`src/rtl/opll_pkg.sv`:
```
/*
 * Shared types, counts and register addresses of the OPLL register front end.
 * Imported by wildcard in every RTL module that needs them.
 */
package opll_pkg;

    // Widths with a meaning
    typedef logic [8:0]  fnum_t;     // Frequency number
    typedef logic [2:0]  block_t;    // Octave
    typedef logic [3:0]  inst_t;     // Instrument, 0 = user patch
    typedef logic [3:0]  vol_t;      // Channel attenuation
    typedef logic [3:0]  rate_t;     // AR/DR/RR and sustain level
    typedef logic [5:0]  tl_t;       // Total level
    typedef logic [63:0] patch_t;    // Eight bytes, byte 0 in the low bits
    typedef logic [17:0] slot_vec_t; // One-hot slot marker

    // Channel and slot counts
    localparam int NUM_CH   = 9;
    localparam int NUM_SLOT = 18;   // Two operators per channel

    // Rhythm key-on and enable
    localparam logic [7:0] REG_RHYTHM = 8'h0E;

    // Channel register groups, matched on the high nibble
    localparam logic [3:0] REG_FNUM_LO = 4'h1;
    localparam logic [3:0] REG_FNUM_HI = 4'h2; // {sus, keyon, block, fnum[8]}
    localparam logic [3:0] REG_INST    = 4'h3; // {inst, vol}

endpackage

```
`src/rtl/opll_upd_if.sv`:
```
/*
 * Register update bundle from the write decoder to the channel register bank.
 * Strobes last one clk, rhythm fields are levels.
 */
`timescale 1ns/1ns

interface opll_upd_if;

    logic [7:0] data;       // Copy of the last data write
    logic [1:0] sel_group;  // Channel / 3
    logic [1:0] sel_sub;    // Channel % 3
    logic [2:0] user_idx;   // User patch byte
    logic       up_user;
    logic       up_fnumlo;
    logic       up_fnumhi;
    logic       up_inst;
    logic       rhy_en;     // Rhythm mode
    logic [4:0] rhy_kon;    // BD, SD, TOM, CYM, HH order of reg 0x0E

    // Decoder side
    modport mmr (
        output data, sel_group, sel_sub, user_idx,
        output up_user, up_fnumlo, up_fnumhi, up_inst,
        output rhy_en, rhy_kon
    );

    // Register bank side
    modport bank (
        input data, sel_group, sel_sub, user_idx,
        input up_user, up_fnumlo, up_fnumhi, up_inst,
        input rhy_en, rhy_kon
    );

endinterface

```
`src/rtl/opll_cen_div.sv`:
```
/*
 * Operator clock enable. Counts cen pulses and raises cenop for one clk
 * on every CEN_DIV-th of them.
 */
`timescale 1ns/1ns

module opll_cen_div #(
    parameter int CEN_DIV = 4   // cen pulses per cenop
) (
    input  logic clk,
    input  logic rst,
    input  logic cen,
    output logic cenop
);

    localparam int CW = (CEN_DIV > 1) ? $clog2(CEN_DIV) : 1;
    localparam logic [CW-1:0] LAST = CW'(CEN_DIV - 1);

    logic [CW-1:0] cnt;

    always_ff @(posedge clk) begin
        if (rst) begin
            cnt <= '0;
        end else if (cen) begin
            cnt <= (cnt == LAST) ? '0 : cnt + 1'b1; // Wrap counter
        end
    end

    // Pulse on the wrapping cen
    assign cenop = cen && (cnt == LAST);

    // Counter leaves LAST right after the pulse
    a_cenop_single: assert property (@(posedge clk) disable iff (rst)
        cenop |=> !cenop)
        else $error("cenop longer than one clk");

endmodule

```
`src/rtl/opll_mmr.sv`:
```
/*
 * CPU port decoder. An address write selects a register, a data write
 * turns into one update strobe on the bundle one clk later, plus the
 * rhythm register which is kept here.
 */
`timescale 1ns/1ns

module opll_mmr import opll_pkg::*; (
    input  logic       clk,
    input  logic       rst,
    input  logic       write,
    input  logic       addr,    // Low selects, high writes data
    input  logic [7:0] din,
    opll_upd_if.mmr    upd
);

    logic [7:0] selreg;     // Selected register
    logic [3:0] ch_num;
    logic       ch_ok;      // Channel 0..8
    logic       data_wr;
    logic [1:0] grp;
    logic [1:0] sub;

    assign ch_num  = selreg[3:0];
    assign ch_ok   = ch_num <= 4'd8;
    assign data_wr = write && addr;

    // Channel to group and sub-index
    always_comb begin
        if (ch_num < 4'd3) begin
            grp = 2'd0;
            sub = ch_num[1:0];
        end else if (ch_num < 4'd6) begin
            grp = 2'd1;
            sub = 2'(ch_num - 4'd3);
        end else begin
            grp = 2'd2;
            sub = 2'(ch_num - 4'd6);   // Channel 8 at most, see ch_ok
        end
    end

    always_ff @(posedge clk) begin
        if (rst) begin
            selreg        <= '0;
            upd.up_user   <= 1'b0;
            upd.up_fnumlo <= 1'b0;
            upd.up_fnumhi <= 1'b0;
            upd.up_inst   <= 1'b0;
            upd.rhy_en    <= 1'b0;
            upd.rhy_kon   <= '0;
        end else begin
            // Strobes last a single clk
            upd.up_user   <= 1'b0;
            upd.up_fnumlo <= 1'b0;
            upd.up_fnumhi <= 1'b0;
            upd.up_inst   <= 1'b0;
            if (write && !addr) begin
                selreg <= din;
            end
            if (data_wr) begin
                upd.up_user   <= selreg[7:3] == 5'd0;            // 0x00-0x07
                upd.up_fnumlo <= ch_ok && selreg[7:4] == REG_FNUM_LO;
                upd.up_fnumhi <= ch_ok && selreg[7:4] == REG_FNUM_HI;
                upd.up_inst   <= ch_ok && selreg[7:4] == REG_INST;
                if (selreg == REG_RHYTHM) begin
                    upd.rhy_en  <= din[5];
                    upd.rhy_kon <= din[4:0];
                end
            end
        end
    end

    // Payload, only read while a strobe is high
    always_ff @(posedge clk) begin
        if (data_wr) begin
            upd.data      <= din;
            upd.sel_group <= grp;
            upd.sel_sub   <= sub;
            upd.user_idx  <= selreg[2:0];
        end
    end

    a_one_strobe: assert property (@(posedge clk) disable iff (rst)
        $onehot0({upd.up_user, upd.up_fnumlo, upd.up_fnumhi, upd.up_inst}))
        else $error("more than one update strobe");

endmodule

```
`src/rtl/opll_patch_mem.sv`:
```
/*
 * Instrument storage. Instrument 0 is the user patch written through
 * registers 0x00-0x07, 1..15 are presets loaded through the prog port.
 * The full patch of rd_inst is returned without a clock.
 */
`timescale 1ns/1ns

module opll_patch_mem import opll_pkg::*; (
    input  logic       clk,
    input  logic       rst,
    input  logic       user_we,
    input  logic [2:0] user_idx,
    input  logic [7:0] user_data,
    input  logic [6:0] prog_addr,   // {instrument, byte}
    input  logic [7:0] prog_data,
    input  logic       prog_we,
    input  inst_t      rd_inst,
    output patch_t     rd_patch
);

    patch_t user_patch;
    patch_t preset_mem [1:15];

    inst_t      prog_inst;
    logic [2:0] prog_byte;

    assign prog_inst = prog_addr[6:3];
    assign prog_byte = prog_addr[2:0];

    always_ff @(posedge clk) begin
        if (rst) begin
            user_patch <= '0;
        end else if (user_we) begin
            user_patch[{user_idx, 3'b000} +: 8] <= user_data;
        end
    end

    // Instrument 0 is never touched from this port
    always_ff @(posedge clk) begin
        if (prog_we && prog_inst != 4'd0) begin
            preset_mem[prog_inst][{prog_byte, 3'b000} +: 8] <= prog_data;
        end
    end

    always_comb begin
        if (rd_inst == 4'd0) begin
            rd_patch = user_patch;
        end else begin
            rd_patch = preset_mem[rd_inst];
        end
    end

endmodule

```
`src/rtl/opll_reg_bank.sv`:
```
/*
 * Channel registers and slot sequencer. Each cenop moves to the next of the
 * 18 slots and registers that slot's parameters, so every output belongs to
 * the slot marked on the same cycle.
 */
`timescale 1ns/1ns

module opll_reg_bank import opll_pkg::*; (
    input  logic       clk,
    input  logic       rst,
    input  logic       cenop,
    opll_upd_if.bank   upd,
    output inst_t      rd_inst,
    input  patch_t     rd_patch,
    output logic       zero,
    output slot_vec_t  slot,
    output fnum_t      fnum,
    output block_t     block,
    output logic       keyon,
    output logic       sus,
    output logic       amen,
    output logic       viben,
    output logic       en_sus,
    output logic       ks,
    output logic       wavsel,
    output logic [3:0] mul,
    output rate_t      arate,
    output rate_t      drate,
    output rate_t      rrate,
    output rate_t      sl,
    output logic [1:0] ksl,
    output tl_t        tl,
    output logic [2:0] fb,
    output vol_t       vol,
    output logic       rhy_en
);

    localparam int SW = $clog2(NUM_SLOT);

    // Per-channel storage
    fnum_t  fnum_r  [NUM_CH];
    block_t block_r [NUM_CH];
    logic   keyon_r [NUM_CH];
    logic   sus_r   [NUM_CH];
    inst_t  inst_r  [NUM_CH];
    vol_t   vol_r   [NUM_CH];

    logic [SW-1:0] slot_cnt;    // Slot on display
    logic [SW-1:0] nxt_slot;
    logic [3:0]    nxt_ch;
    logic          nxt_op;      // 1 for carrier
    logic [3:0]    up_ch;
    logic [7:0]    op_byte;     // {am, vib, egtype, ks, mul}
    logic [7:0]    ksl_tl_b;
    logic [7:0]    misc_b;      // {ksl car, -, wave car, wave mod, fb}
    logic [7:0]    eg_ad;
    logic [7:0]    eg_sr;
    logic          rhy_key;

    assign up_ch = 4'(upd.sel_group) * 4'd3 + 4'(upd.sel_sub);

    always_ff @(posedge clk) begin
        if (rst) begin
            for (int i = 0; i < NUM_CH; i++) begin
                fnum_r[i]  <= '0;
                block_r[i] <= '0;
                keyon_r[i] <= 1'b0;
                sus_r[i]   <= 1'b0;
                inst_r[i]  <= '0;
                vol_r[i]   <= '0;
            end
        end else begin
            if (upd.up_fnumlo) fnum_r[up_ch][7:0] <= upd.data;
            if (upd.up_fnumhi) begin
                {sus_r[up_ch], keyon_r[up_ch], block_r[up_ch], fnum_r[up_ch][8]}
                    <= upd.data[5:0];
            end
            if (upd.up_inst) {inst_r[up_ch], vol_r[up_ch]} <= upd.data;
        end
    end

    assign nxt_slot = (slot_cnt == SW'(NUM_SLOT - 1)) ? '0 : slot_cnt + 1'b1;
    assign nxt_ch   = nxt_slot[SW-1:1];
    assign nxt_op   = nxt_slot[0];
    assign rd_inst  = inst_r[nxt_ch];   // Patch of the upcoming channel

    // Operator field pick
    assign op_byte  = nxt_op ? rd_patch[15:8]  : rd_patch[7:0];
    assign ksl_tl_b = rd_patch[23:16];
    assign misc_b   = rd_patch[31:24];
    assign eg_ad    = nxt_op ? rd_patch[47:40] : rd_patch[39:32];
    assign eg_sr    = nxt_op ? rd_patch[63:56] : rd_patch[55:48];

    // Rhythm key-on per slot, BD takes both operators
    always_comb begin
        rhy_key = 1'b0;
        case (nxt_slot)
            5'd12, 5'd13: rhy_key = upd.rhy_kon[4];   // BD
            5'd14:        rhy_key = upd.rhy_kon[0];   // HH
            5'd15:        rhy_key = upd.rhy_kon[3];   // SD
            5'd16:        rhy_key = upd.rhy_kon[2];   // TOM
            5'd17:        rhy_key = upd.rhy_kon[1];   // CYM
            default:      rhy_key = 1'b0;
        endcase
    end

    always_ff @(posedge clk) begin
        if (rst) begin
            slot_cnt <= SW'(NUM_SLOT - 1);  // First cenop shows slot 0
            slot     <= '0;
            zero     <= 1'b0;
        end else if (cenop) begin
            slot_cnt <= nxt_slot;
            slot     <= slot_vec_t'(1) << nxt_slot;
            zero     <= nxt_slot == '0;
        end
    end

    always_ff @(posedge clk) begin
        if (cenop) begin
            fnum   <= fnum_r[nxt_ch];
            block  <= block_r[nxt_ch];
            sus    <= sus_r[nxt_ch];
            vol    <= vol_r[nxt_ch];
            keyon  <= keyon_r[nxt_ch] | (upd.rhy_en & rhy_key);
            {amen, viben, en_sus, ks, mul} <= op_byte;
            {arate, drate} <= eg_ad;
            {sl, rrate}    <= eg_sr;
            ksl    <= nxt_op ? misc_b[7:6] : ksl_tl_b[7:6];
            tl     <= nxt_op ? {vol_r[nxt_ch], 2'b00} : ksl_tl_b[5:0]; // Carrier by volume
            wavsel <= nxt_op ? misc_b[4] : misc_b[3];
            fb     <= misc_b[2:0];
        end
    end

    assign rhy_en = upd.rhy_en;

    // Empty marker only until the first cenop
    a_slot_marker: assert property (@(posedge clk) disable iff (rst)
        $onehot0(slot) and ((|slot) |=> $onehot(slot)))
        else $error("slot marker not one-hot");

endmodule

```
`src/rtl/opll_regs_top.sv`:
```
/*
 * OPLL register front end. CPU port and preset programming port in,
 * per-slot parameters for the sound generators out.
 */
`timescale 1ns/1ns

module opll_regs_top import opll_pkg::*; #(
    parameter int CEN_DIV = 4
) (
    input  logic       clk,
    input  logic       rst,
    input  logic       cen,
    input  logic       write,
    input  logic       addr,
    input  logic [7:0] din,
    input  logic [6:0] prog_addr,
    input  logic [7:0] prog_data,
    input  logic       prog_we,
    output logic       cenop,
    output logic       zero,
    output slot_vec_t  slot,
    output fnum_t      fnum,
    output block_t     block,
    output logic       keyon,
    output logic       sus,
    output logic       amen,
    output logic       viben,
    output logic       en_sus,
    output logic       ks,
    output logic       wavsel,
    output logic [3:0] mul,
    output rate_t      arate,
    output rate_t      drate,
    output rate_t      rrate,
    output rate_t      sl,
    output logic [1:0] ksl,
    output tl_t        tl,
    output logic [2:0] fb,
    output vol_t       vol,
    output logic       rhy_en
);

    opll_upd_if upd ();

    inst_t  rd_inst;
    patch_t rd_patch;

    opll_cen_div #(.CEN_DIV(CEN_DIV)) u_div (
        .clk   (clk),
        .rst   (rst),
        .cen   (cen),
        .cenop (cenop)
    );

    opll_mmr u_mmr (
        .clk   (clk),
        .rst   (rst),
        .write (write),
        .addr  (addr),
        .din   (din),
        .upd   (upd.mmr)
    );

    // User bytes come straight off the update bundle
    opll_patch_mem u_patch (
        .clk       (clk),
        .rst       (rst),
        .user_we   (upd.up_user),
        .user_idx  (upd.user_idx),
        .user_data (upd.data),
        .prog_addr (prog_addr),
        .prog_data (prog_data),
        .prog_we   (prog_we),
        .rd_inst   (rd_inst),
        .rd_patch  (rd_patch)
    );

    opll_reg_bank u_bank (
        .clk      (clk),
        .rst      (rst),
        .cenop    (cenop),
        .upd      (upd.bank),
        .rd_inst  (rd_inst),
        .rd_patch (rd_patch),
        .zero     (zero),
        .slot     (slot),
        .fnum     (fnum),
        .block    (block),
        .keyon    (keyon),
        .sus      (sus),
        .amen     (amen),
        .viben    (viben),
        .en_sus   (en_sus),
        .ks       (ks),
        .wavsel   (wavsel),
        .mul      (mul),
        .arate    (arate),
        .drate    (drate),
        .rrate    (rrate),
        .sl       (sl),
        .ksl      (ksl),
        .tl       (tl),
        .fb       (fb),
        .vol      (vol),
        .rhy_en   (rhy_en)
    );

endmodule

```
`config.mk`:
```
export PLATFORM = sky130hd
export DESIGN_NAME = opll_regs_top
export DESIGN_NICKNAME = d
export VERILOG_FILES = /design/src/rtl/opll_pkg.sv /design/src/rtl/opll_upd_if.sv /design/src/rtl/opll_cen_div.sv /design/src/rtl/opll_mmr.sv /design/src/rtl/opll_patch_mem.sv /design/src/rtl/opll_reg_bank.sv /design/src/rtl/opll_regs_top.sv
export SDC_FILE = /design/constraint.sdc
export NUM_CORES = 2
export LEC_CHECK = 0
export BUFFER_PORTS_ARGS = -buffer_cell sky130_fd_sc_hd__buf_4
export CELL_PAD_IN_SITES_DETAIL_PLACEMENT = 1
export CELL_PAD_IN_SITES_GLOBAL_PLACEMENT = 2
export CORE_MARGIN = 5
export CORE_UTILIZATION = 50
export CTS_BUF_LIST = sky130_fd_sc_hd__clkbuf_2
export DETAILED_ROUTE_END_ITERATION = 8
export PLACE_DENSITY = 0.84
export SLEW_MARGIN = 10
export SYNTH_ARGS = -nofsm -noshare
export SYNTH_HDL_FRONTEND = slang
export SYNTH_SLANG_ARGS = --single-unit
```
`constraint.sdc`:
```
create_clock -name clk -period 6.2 [get_ports clk]
set_input_delay 0.93 -clock clk [delete_from_list [all_inputs] [get_ports clk]]
set_output_delay 0.93 -clock clk [all_outputs]
set_load 0.01 [all_outputs]
```
== After elaboration in Yosys (flattened, before gate mapping) ==
Memory sizes are Yosys's and may differ from the RTL's.
Cells that the tools add are included.
Storage, ports and cells
  flip-flop bits (word level): 375
  bits in latches: 0
  bits in writable memories: 960
  ROM bits: 0
  bits of input ports: 29
  output and inout bits: 75
  logic and storage cells: 196
  memories kept: 1
Memories
  u_patch.preset_mem: words 15, width 64, read ports 1, clocked after Yosys merged registers in 0, write ports 1, line opll_patch_mem.sv:22  | patch_t preset_mem [1:15];
Cells by class
  add/sub/neg operators: 7
  multipliers: 1
  divide/modulo/power cells: 0
  magnitude comparators: 6
  equal/unequal tests: 12
  shift-type cells: 5
  multiplexer cells: 54
  bitwise operators: 5
  reductions and logical operators: 16
Operators with widths (count)
  $mux 81: 3
  $bwmux 81: 2
  $mux 64: 2
  $shift 8x8->64 const A: 2
  $shiftx 8x8->64: 2
  $bwmux 36: 2
  $demux 9 s4: 2
  $bwmux 64: 1
  $bmux 9 s4: 1
  $bmux 4 s4: 2
  $mux 8: 4
  $bwmux 27: 1
  $mux 9: 3
  $eq 5x4->1 const B: 4
  $mux 4: 5
  $bwmux 9: 2
  $shl 1x5->18 const A: 1
  $demux 4 s4: 1
  $neg 6->8: 2
  $eq 5x5->1 const B: 3
  $bmux 3 s4: 1
  $demux 3 s4: 1
  $ge 5x5->1 const B: 2
  $logic_not 5->1: 2
  31 further kinds: 55

== Depth between registers and ports, before layout ==
  depth after elaboration: 12
  mapped depth: 16
  gate-level depth less buffers: 11

== Modules after synthesis ==
From an unflattened synthesis, not the netlist that was laid out.
Second synthesis, totals
  cells, all modules: 3714
  area total of the unflattened synthesis: 54139.4 sq um
Modules (own cells, without submodules)
  opll_patch_mem: instances 1, cells an instance 2371, area an instance 40732.8 sq um, sequential area each 30108.9 sq um
  opll_reg_bank: instances 1, cells an instance 1227, area an instance 11996.5 sq um, sequential area each 6065.8 sq um
  opll_mmr: instances 1, cells an instance 107, area an instance 1317.5 sq um, sequential area each 810.8 sq um
  opll_cen_div: instances 1, cells an instance 9, area an instance 92.6 sq um, sequential area each 40.0 sq um

== Worst setup path after synthesis ==
OpenSTA, ideal clock, no wires.
  path kind: in2reg
  start point: input prog_addr[0]
  end point: memory u_patch.preset_mem[11][0] in the netlist's numbering, enable pin
  setup time: 370 ps
  arrival time: 3249 ps
  data required time: 5830 ps
  path slack: 2581 ps
  stages on the path: 9
  buffers on the path: 1
  path through: inv_1 > ha_1 > ha_1 > nor2_1 > nand2_1 > nor4_1 > nand2_1 > clkbuf_1 > nor2_1
Between the ends
  longest elaborated chain between the ends: 3
RTL lines
  from (decl): line opll_regs_top.sv:16  | input logic [6:0] prog_addr,
  $neg 6->8: line opll_patch_mem.sv:41  | preset_mem[prog_inst][{prog_byte, 3'b000} +: 8] <= prog_data;
  $shift 8x8->64: line opll_patch_mem.sv:41
  $mux 64 (not written as such): line opll_patch_mem.sv:41
  to (decl): line opll_patch_mem.sv:22
Every way passes these cells.

== Worst setup path in the final report ==
  start point: register u_bank.slot_cnt[0]
  end point: register u_bank.ksl[1], data pin
Between the ends
  longest elaborated chain between the ends: 9
RTL lines
  from (decl): line opll_reg_bank.sv:48  | logic [SW-1:0] slot_cnt;
  from (signal assigned): line opll_reg_bank.sv:109  | slot_cnt <= SW'(NUM_SLOT - 1);
  from (signal assigned): line opll_reg_bank.sv:113  | slot_cnt <= nxt_slot;
  $add 5x1->5 or $eq 5x5->1 (tied branches): line opll_reg_bank.sv:82  | assign nxt_slot = (slot_cnt == SW'(NUM_SLOT - 1)) ? '0 : slot_cnt + 1'b1;
  $mux 5 (*): line opll_reg_bank.sv:82
  $not 4->5 (not written as such): line opll_reg_bank.sv:85  | assign rd_inst = inst_r[nxt_ch];
  $bmux 4 s4: line opll_reg_bank.sv:85
  $mux 4 (not written as such) (2 in series): line opll_reg_bank.sv:85
  $mem_v2 15x64 or $logic_not 4->1 (tied branches)
  $mux 64: line opll_patch_mem.sv:46  | if (rd_inst == 4'd0) begin
  $mux 2 (*): line opll_reg_bank.sv:129  | ksl <= nxt_op ? misc_b[7:6] : ksl_tl_b[7:6];
  to (signal assigned): line opll_reg_bank.sv:129
  to (decl): line opll_reg_bank.sv:31  | output logic [1:0] ksl,
Every way passes the cells marked *; elsewhere a longest branch is shown, timed or not. The select of a mux whose other input is x is not followed.
A chain may end at the register's enable or synchronous reset.

==> results.cfg <==
[grt]
busiest_layer = met2
grt.overflow.total = 0
grt_max_degree = 198
use_met1 = 0.394
use_met3 = 0.0637
grt_util_all_layers = 0.311
gr-usage-met2 = 0.514
grt_pass1_wl_um = 266000
grt_pass1_vias = 39700
grt_antenna_before_repair = 9

[timing]
maxSlewHeadroom = 0.133
hold_slack_ns = 0.162
rsz0062_at_grt = no
final-setup-viol-count = 0
fmax_mhz = 184
finalCritPeriodShare = 0.876
finalCriticalPeriod_ns = 5.43
maxSlewViolCount = 0
finalHoldViolCount = 0
fin_skew_ns = 0.196
worstMarginPinSlew_ns = 1.30
setup_tns_ns = 0

[worst_setup_path]
cp.arrival_ns = 6.86
endpoint_kind = flop
worst_setup_path_start_kind = flop
cp.required_ns = 7.63
path_cells = inv_1, ha_1, inv_2, nor2_4, buf_4, mux2_2, o32a_2, nand2_8, nand3_1, o221a_1, a311o_1
path_class = flop to flop
crit_path_top_delay_cell = nand3_1
max_stage_delay_ns = 1.00
crit_fanout = 39
r2r_cells = 11
r2r_end = u_bank.ksl[1]$_DFFE_PP_
r2r_start = u_bank.slot_cnt[0]$_SDFFE_PP1P_
reg2reg_slack_ns = 0.77

[floorplanning]
design.core.area_sq_um = 108000
die_x_um = 340
num_rows = 121
ios = 104
start_util = 0.502
die_h_um = 340
die_area_sq_um = 115000

[synth]
yosysTopAreaCellShare = 0.560
synth_area_sq_um = 54400
synthAdderAreaFrac = 0.00465
synth_top_family_by_area = simple AND/OR/NAND/NOR gates
synth_simple_gate_area_frac = 0.116
synth-compound-area-share = 0.0898
synth_top_area_cell = edfxtp_1
synth-xor-area-share = 0.00163
synth_flop_cell = edfxtp_1
syn-mean-instance-area_sq_um = 12.9
syn_inst = 4215
ys_seq_area_frac = 0.672
ys_warn_count = 0
yosys.cell_types.count = 92
syn_nets = 4263
ys_async_sr_fraction = 0
synth-seq-cells = 1319
synth.area.mux_share = 0.0881
yosys-top-cells-area = edfxtp_1, dfxtp_1, mux2i_1
synth-edff-count = 1014

[power_and_ir_drop]
power_mw = 16.1
p_leak_nw = 20.6
ir_drop_v = 0.000181
pwr_density_cell_nw_per_um2 = 269

[job]
maxCapViolations = 0

[final_layout]
syn_to_final_growth_pct = 9.96
seq_area_sq_um = 36600
postLayoutCellArea_sq_um = 59800
multi_input_area_sq_um = 16400
final_cell_mix = edfxtp_1, nand2_1, clkbuf_2
final_common_cell = edfxtp_1
final_nets = 4559
finalCoreUtilization = 0.551
fill_cells = 11100
drive_gt1_frac = 0.171

[clock_tree]
cts_setup_buffers = 0
clk_pin_slew_ns = 0.11
htreeDepth = 5
cts_resized = 0
cts_buffers = 350
clk_latency_ns = 1.65
clockRootBuffer = clkbuf_2
clkSinkCount = 1319
cts_tree = yes
ctsLongestPathBuffers = 4

[placement]
place_congestion = 0.853
placed_area_sq_um = 56500
port_buffers = 103
place.detailed.hpwl_um = 114000

[worst_hold_path]
worstHoldPathCells = 4
hold_class = primary input to flop
worstHoldStart = din[5]
hold_end = u_mmr.upd.rhy_en$_SDFFE_PP0P_

[detailed_routing]
wirelength_um = 184000
drt_iter0_drc = 3921
vias_per_cell = 6.28
dr.pass1.iters = 5
routed-via-count = 38700
wire_per_inst_um = 29.8
ant_nets = 0
drc_errors = 0

[status]
status = completed
==> kinds of logic (layout without fill, tap and decap cells) <==
| group | Yosys count | in the layout |
|---|---|---|
| other | 0 | 18 |
| buffers and inverters | 306 | 824 |
| AND/OR/NAND/NOR | 1448 | 1448 |
| XOR/XNOR | 5 | 5 |
| multiplexers | 469 | 469 |
| AO/OA/AOI/OAI | 649 | 649 |
| flip-flops | 1319 | 1319 |
| adder cells (fa/ha/maj) | 19 | 19 |
==> what timing repair did <==
item                       4_1_cts  5_1_grt
setup endpoints to repair        0        0
hold buffers                    32        0
hold endpoints to repair       339        0
==> synth_stat cells (all sizes together), types with 10 or more instances <==
master / number
edfxtp: 1014
nand2: 569
nor2: 512
mux2i: 441
dfxtp: 305
clkbuf: 148
buf: 141
nand3: 137
a21oi: 125
a211oi: 107
and3: 105
o21ai: 46
a221o: 42
and2: 41
a32oi: 37
o41ai: 33
a31oi: 31
o22ai: 31
a32o: 29
a221oi: 28
a22oi: 25
mux2: 24
nor3: 24
a211o: 17
ha: 17
inv: 17
a311o: 15
a311oi: 15
nor4: 15
nand4: 10
nor2b: 10
o2111ai: 10
o221ai: 10
o32ai: 10
==> worst max path at each step <==
stage / slack (ns) / cells after the start / startpoint / to
global route: 0.72 / 11 / u_bank.slot_cnt[0]$_SDFFE_PP1P_ / u_bank.ksl[1]$_DFFE_PP_
detailed placement: 0.90 / 11 / u_bank.slot_cnt[0]$_SDFFE_PP1P_ / u_bank.ksl[1]$_DFFE_PP_
floorplan: 2.58 / 9 / prog_addr[0] / u_patch.preset_mem[11][0]$_DFFE_PP_
CTS: 0.95 / 11 / u_bank.slot_cnt[0]$_SDFFE_PP1P_ / u_bank.ksl[1]$_DFFE_PP_
global placement: 1.02 / 11 / u_bank.slot_cnt[0]$_SDFFE_PP1P_ / u_bank.ksl[1]$_DFFE_PP_
finish: 0.77 / 11 / u_bank.slot_cnt[0]$_SDFFE_PP1P_ / u_bank.ksl[1]$_DFFE_PP_
==> critical path: cells and delay by family, from the launching register on <==
kind	cells	cell delay (ns)
and+or+nand+nor	3	1.55
AOI/OAI and AO/OA	3	1.35
adders and majority gates	1	0.62
buffers and inverters	3	0.75
DFF	1	0.56
muxes	1	0.41
==> metal layers <==
metal,vias up,share of wire
met5,-,0.000076
met4,2,0.049
met3,491,0.085
met2,1938,0.48
met1,19700,0.39
li1,16600,-
==> final cells by class <==
type,count,share of cell area
antenna,18,0.000753
multi-input combinational,2590,0.274
clock buffer,515,0.0431
sequential,1319,0.611
clock inverter,59,0.00624
inverter,17,0.00109
tap,1414,0.0296
timing repair buffer,233,0.0334
==> state kept, by name, summed over array words and instances (netlist names), 4 cells and up <==
register,flops
u_bank.sl,4
u_bank.tl,6
u_bank.sus_r,9
u_bank.fnum,9
u_patch.preset_mem,945
u_patch.user_patch,63
u_mmr.selreg,8
u_bank.vol_r,36
u_bank.keyon_r,9
u_bank.fnum_r,81
u_bank.mul,4
u_bank.rrate,4
u_bank.slot,18
u_bank.arate,4
u_bank.drate,4
u_mmr.upd.rhy_kon,5
u_bank.inst_r,36
u_bank.vol,4
u_bank.block_r,27
u_bank.slot_cnt,5
u_mmr.upd.data,8
==> metrics by stage <==
step                std cells  worst slack, ns
floorplan                4215             2.58
global placement         5541             1.02
detailed placement       5541            0.900
CTS                      6147            0.948
global route             6163            0.723
finish                   6165            0.766
==> power by group <==
group          internal (mW)  leakage [nW]  switching, mW
registers               9.48          9.77         0.0200
clock network           2.38          2.33           3.59
logic                  0.145          8.46          0.461
Note: power is estimated with default switching activity, not from simulation.
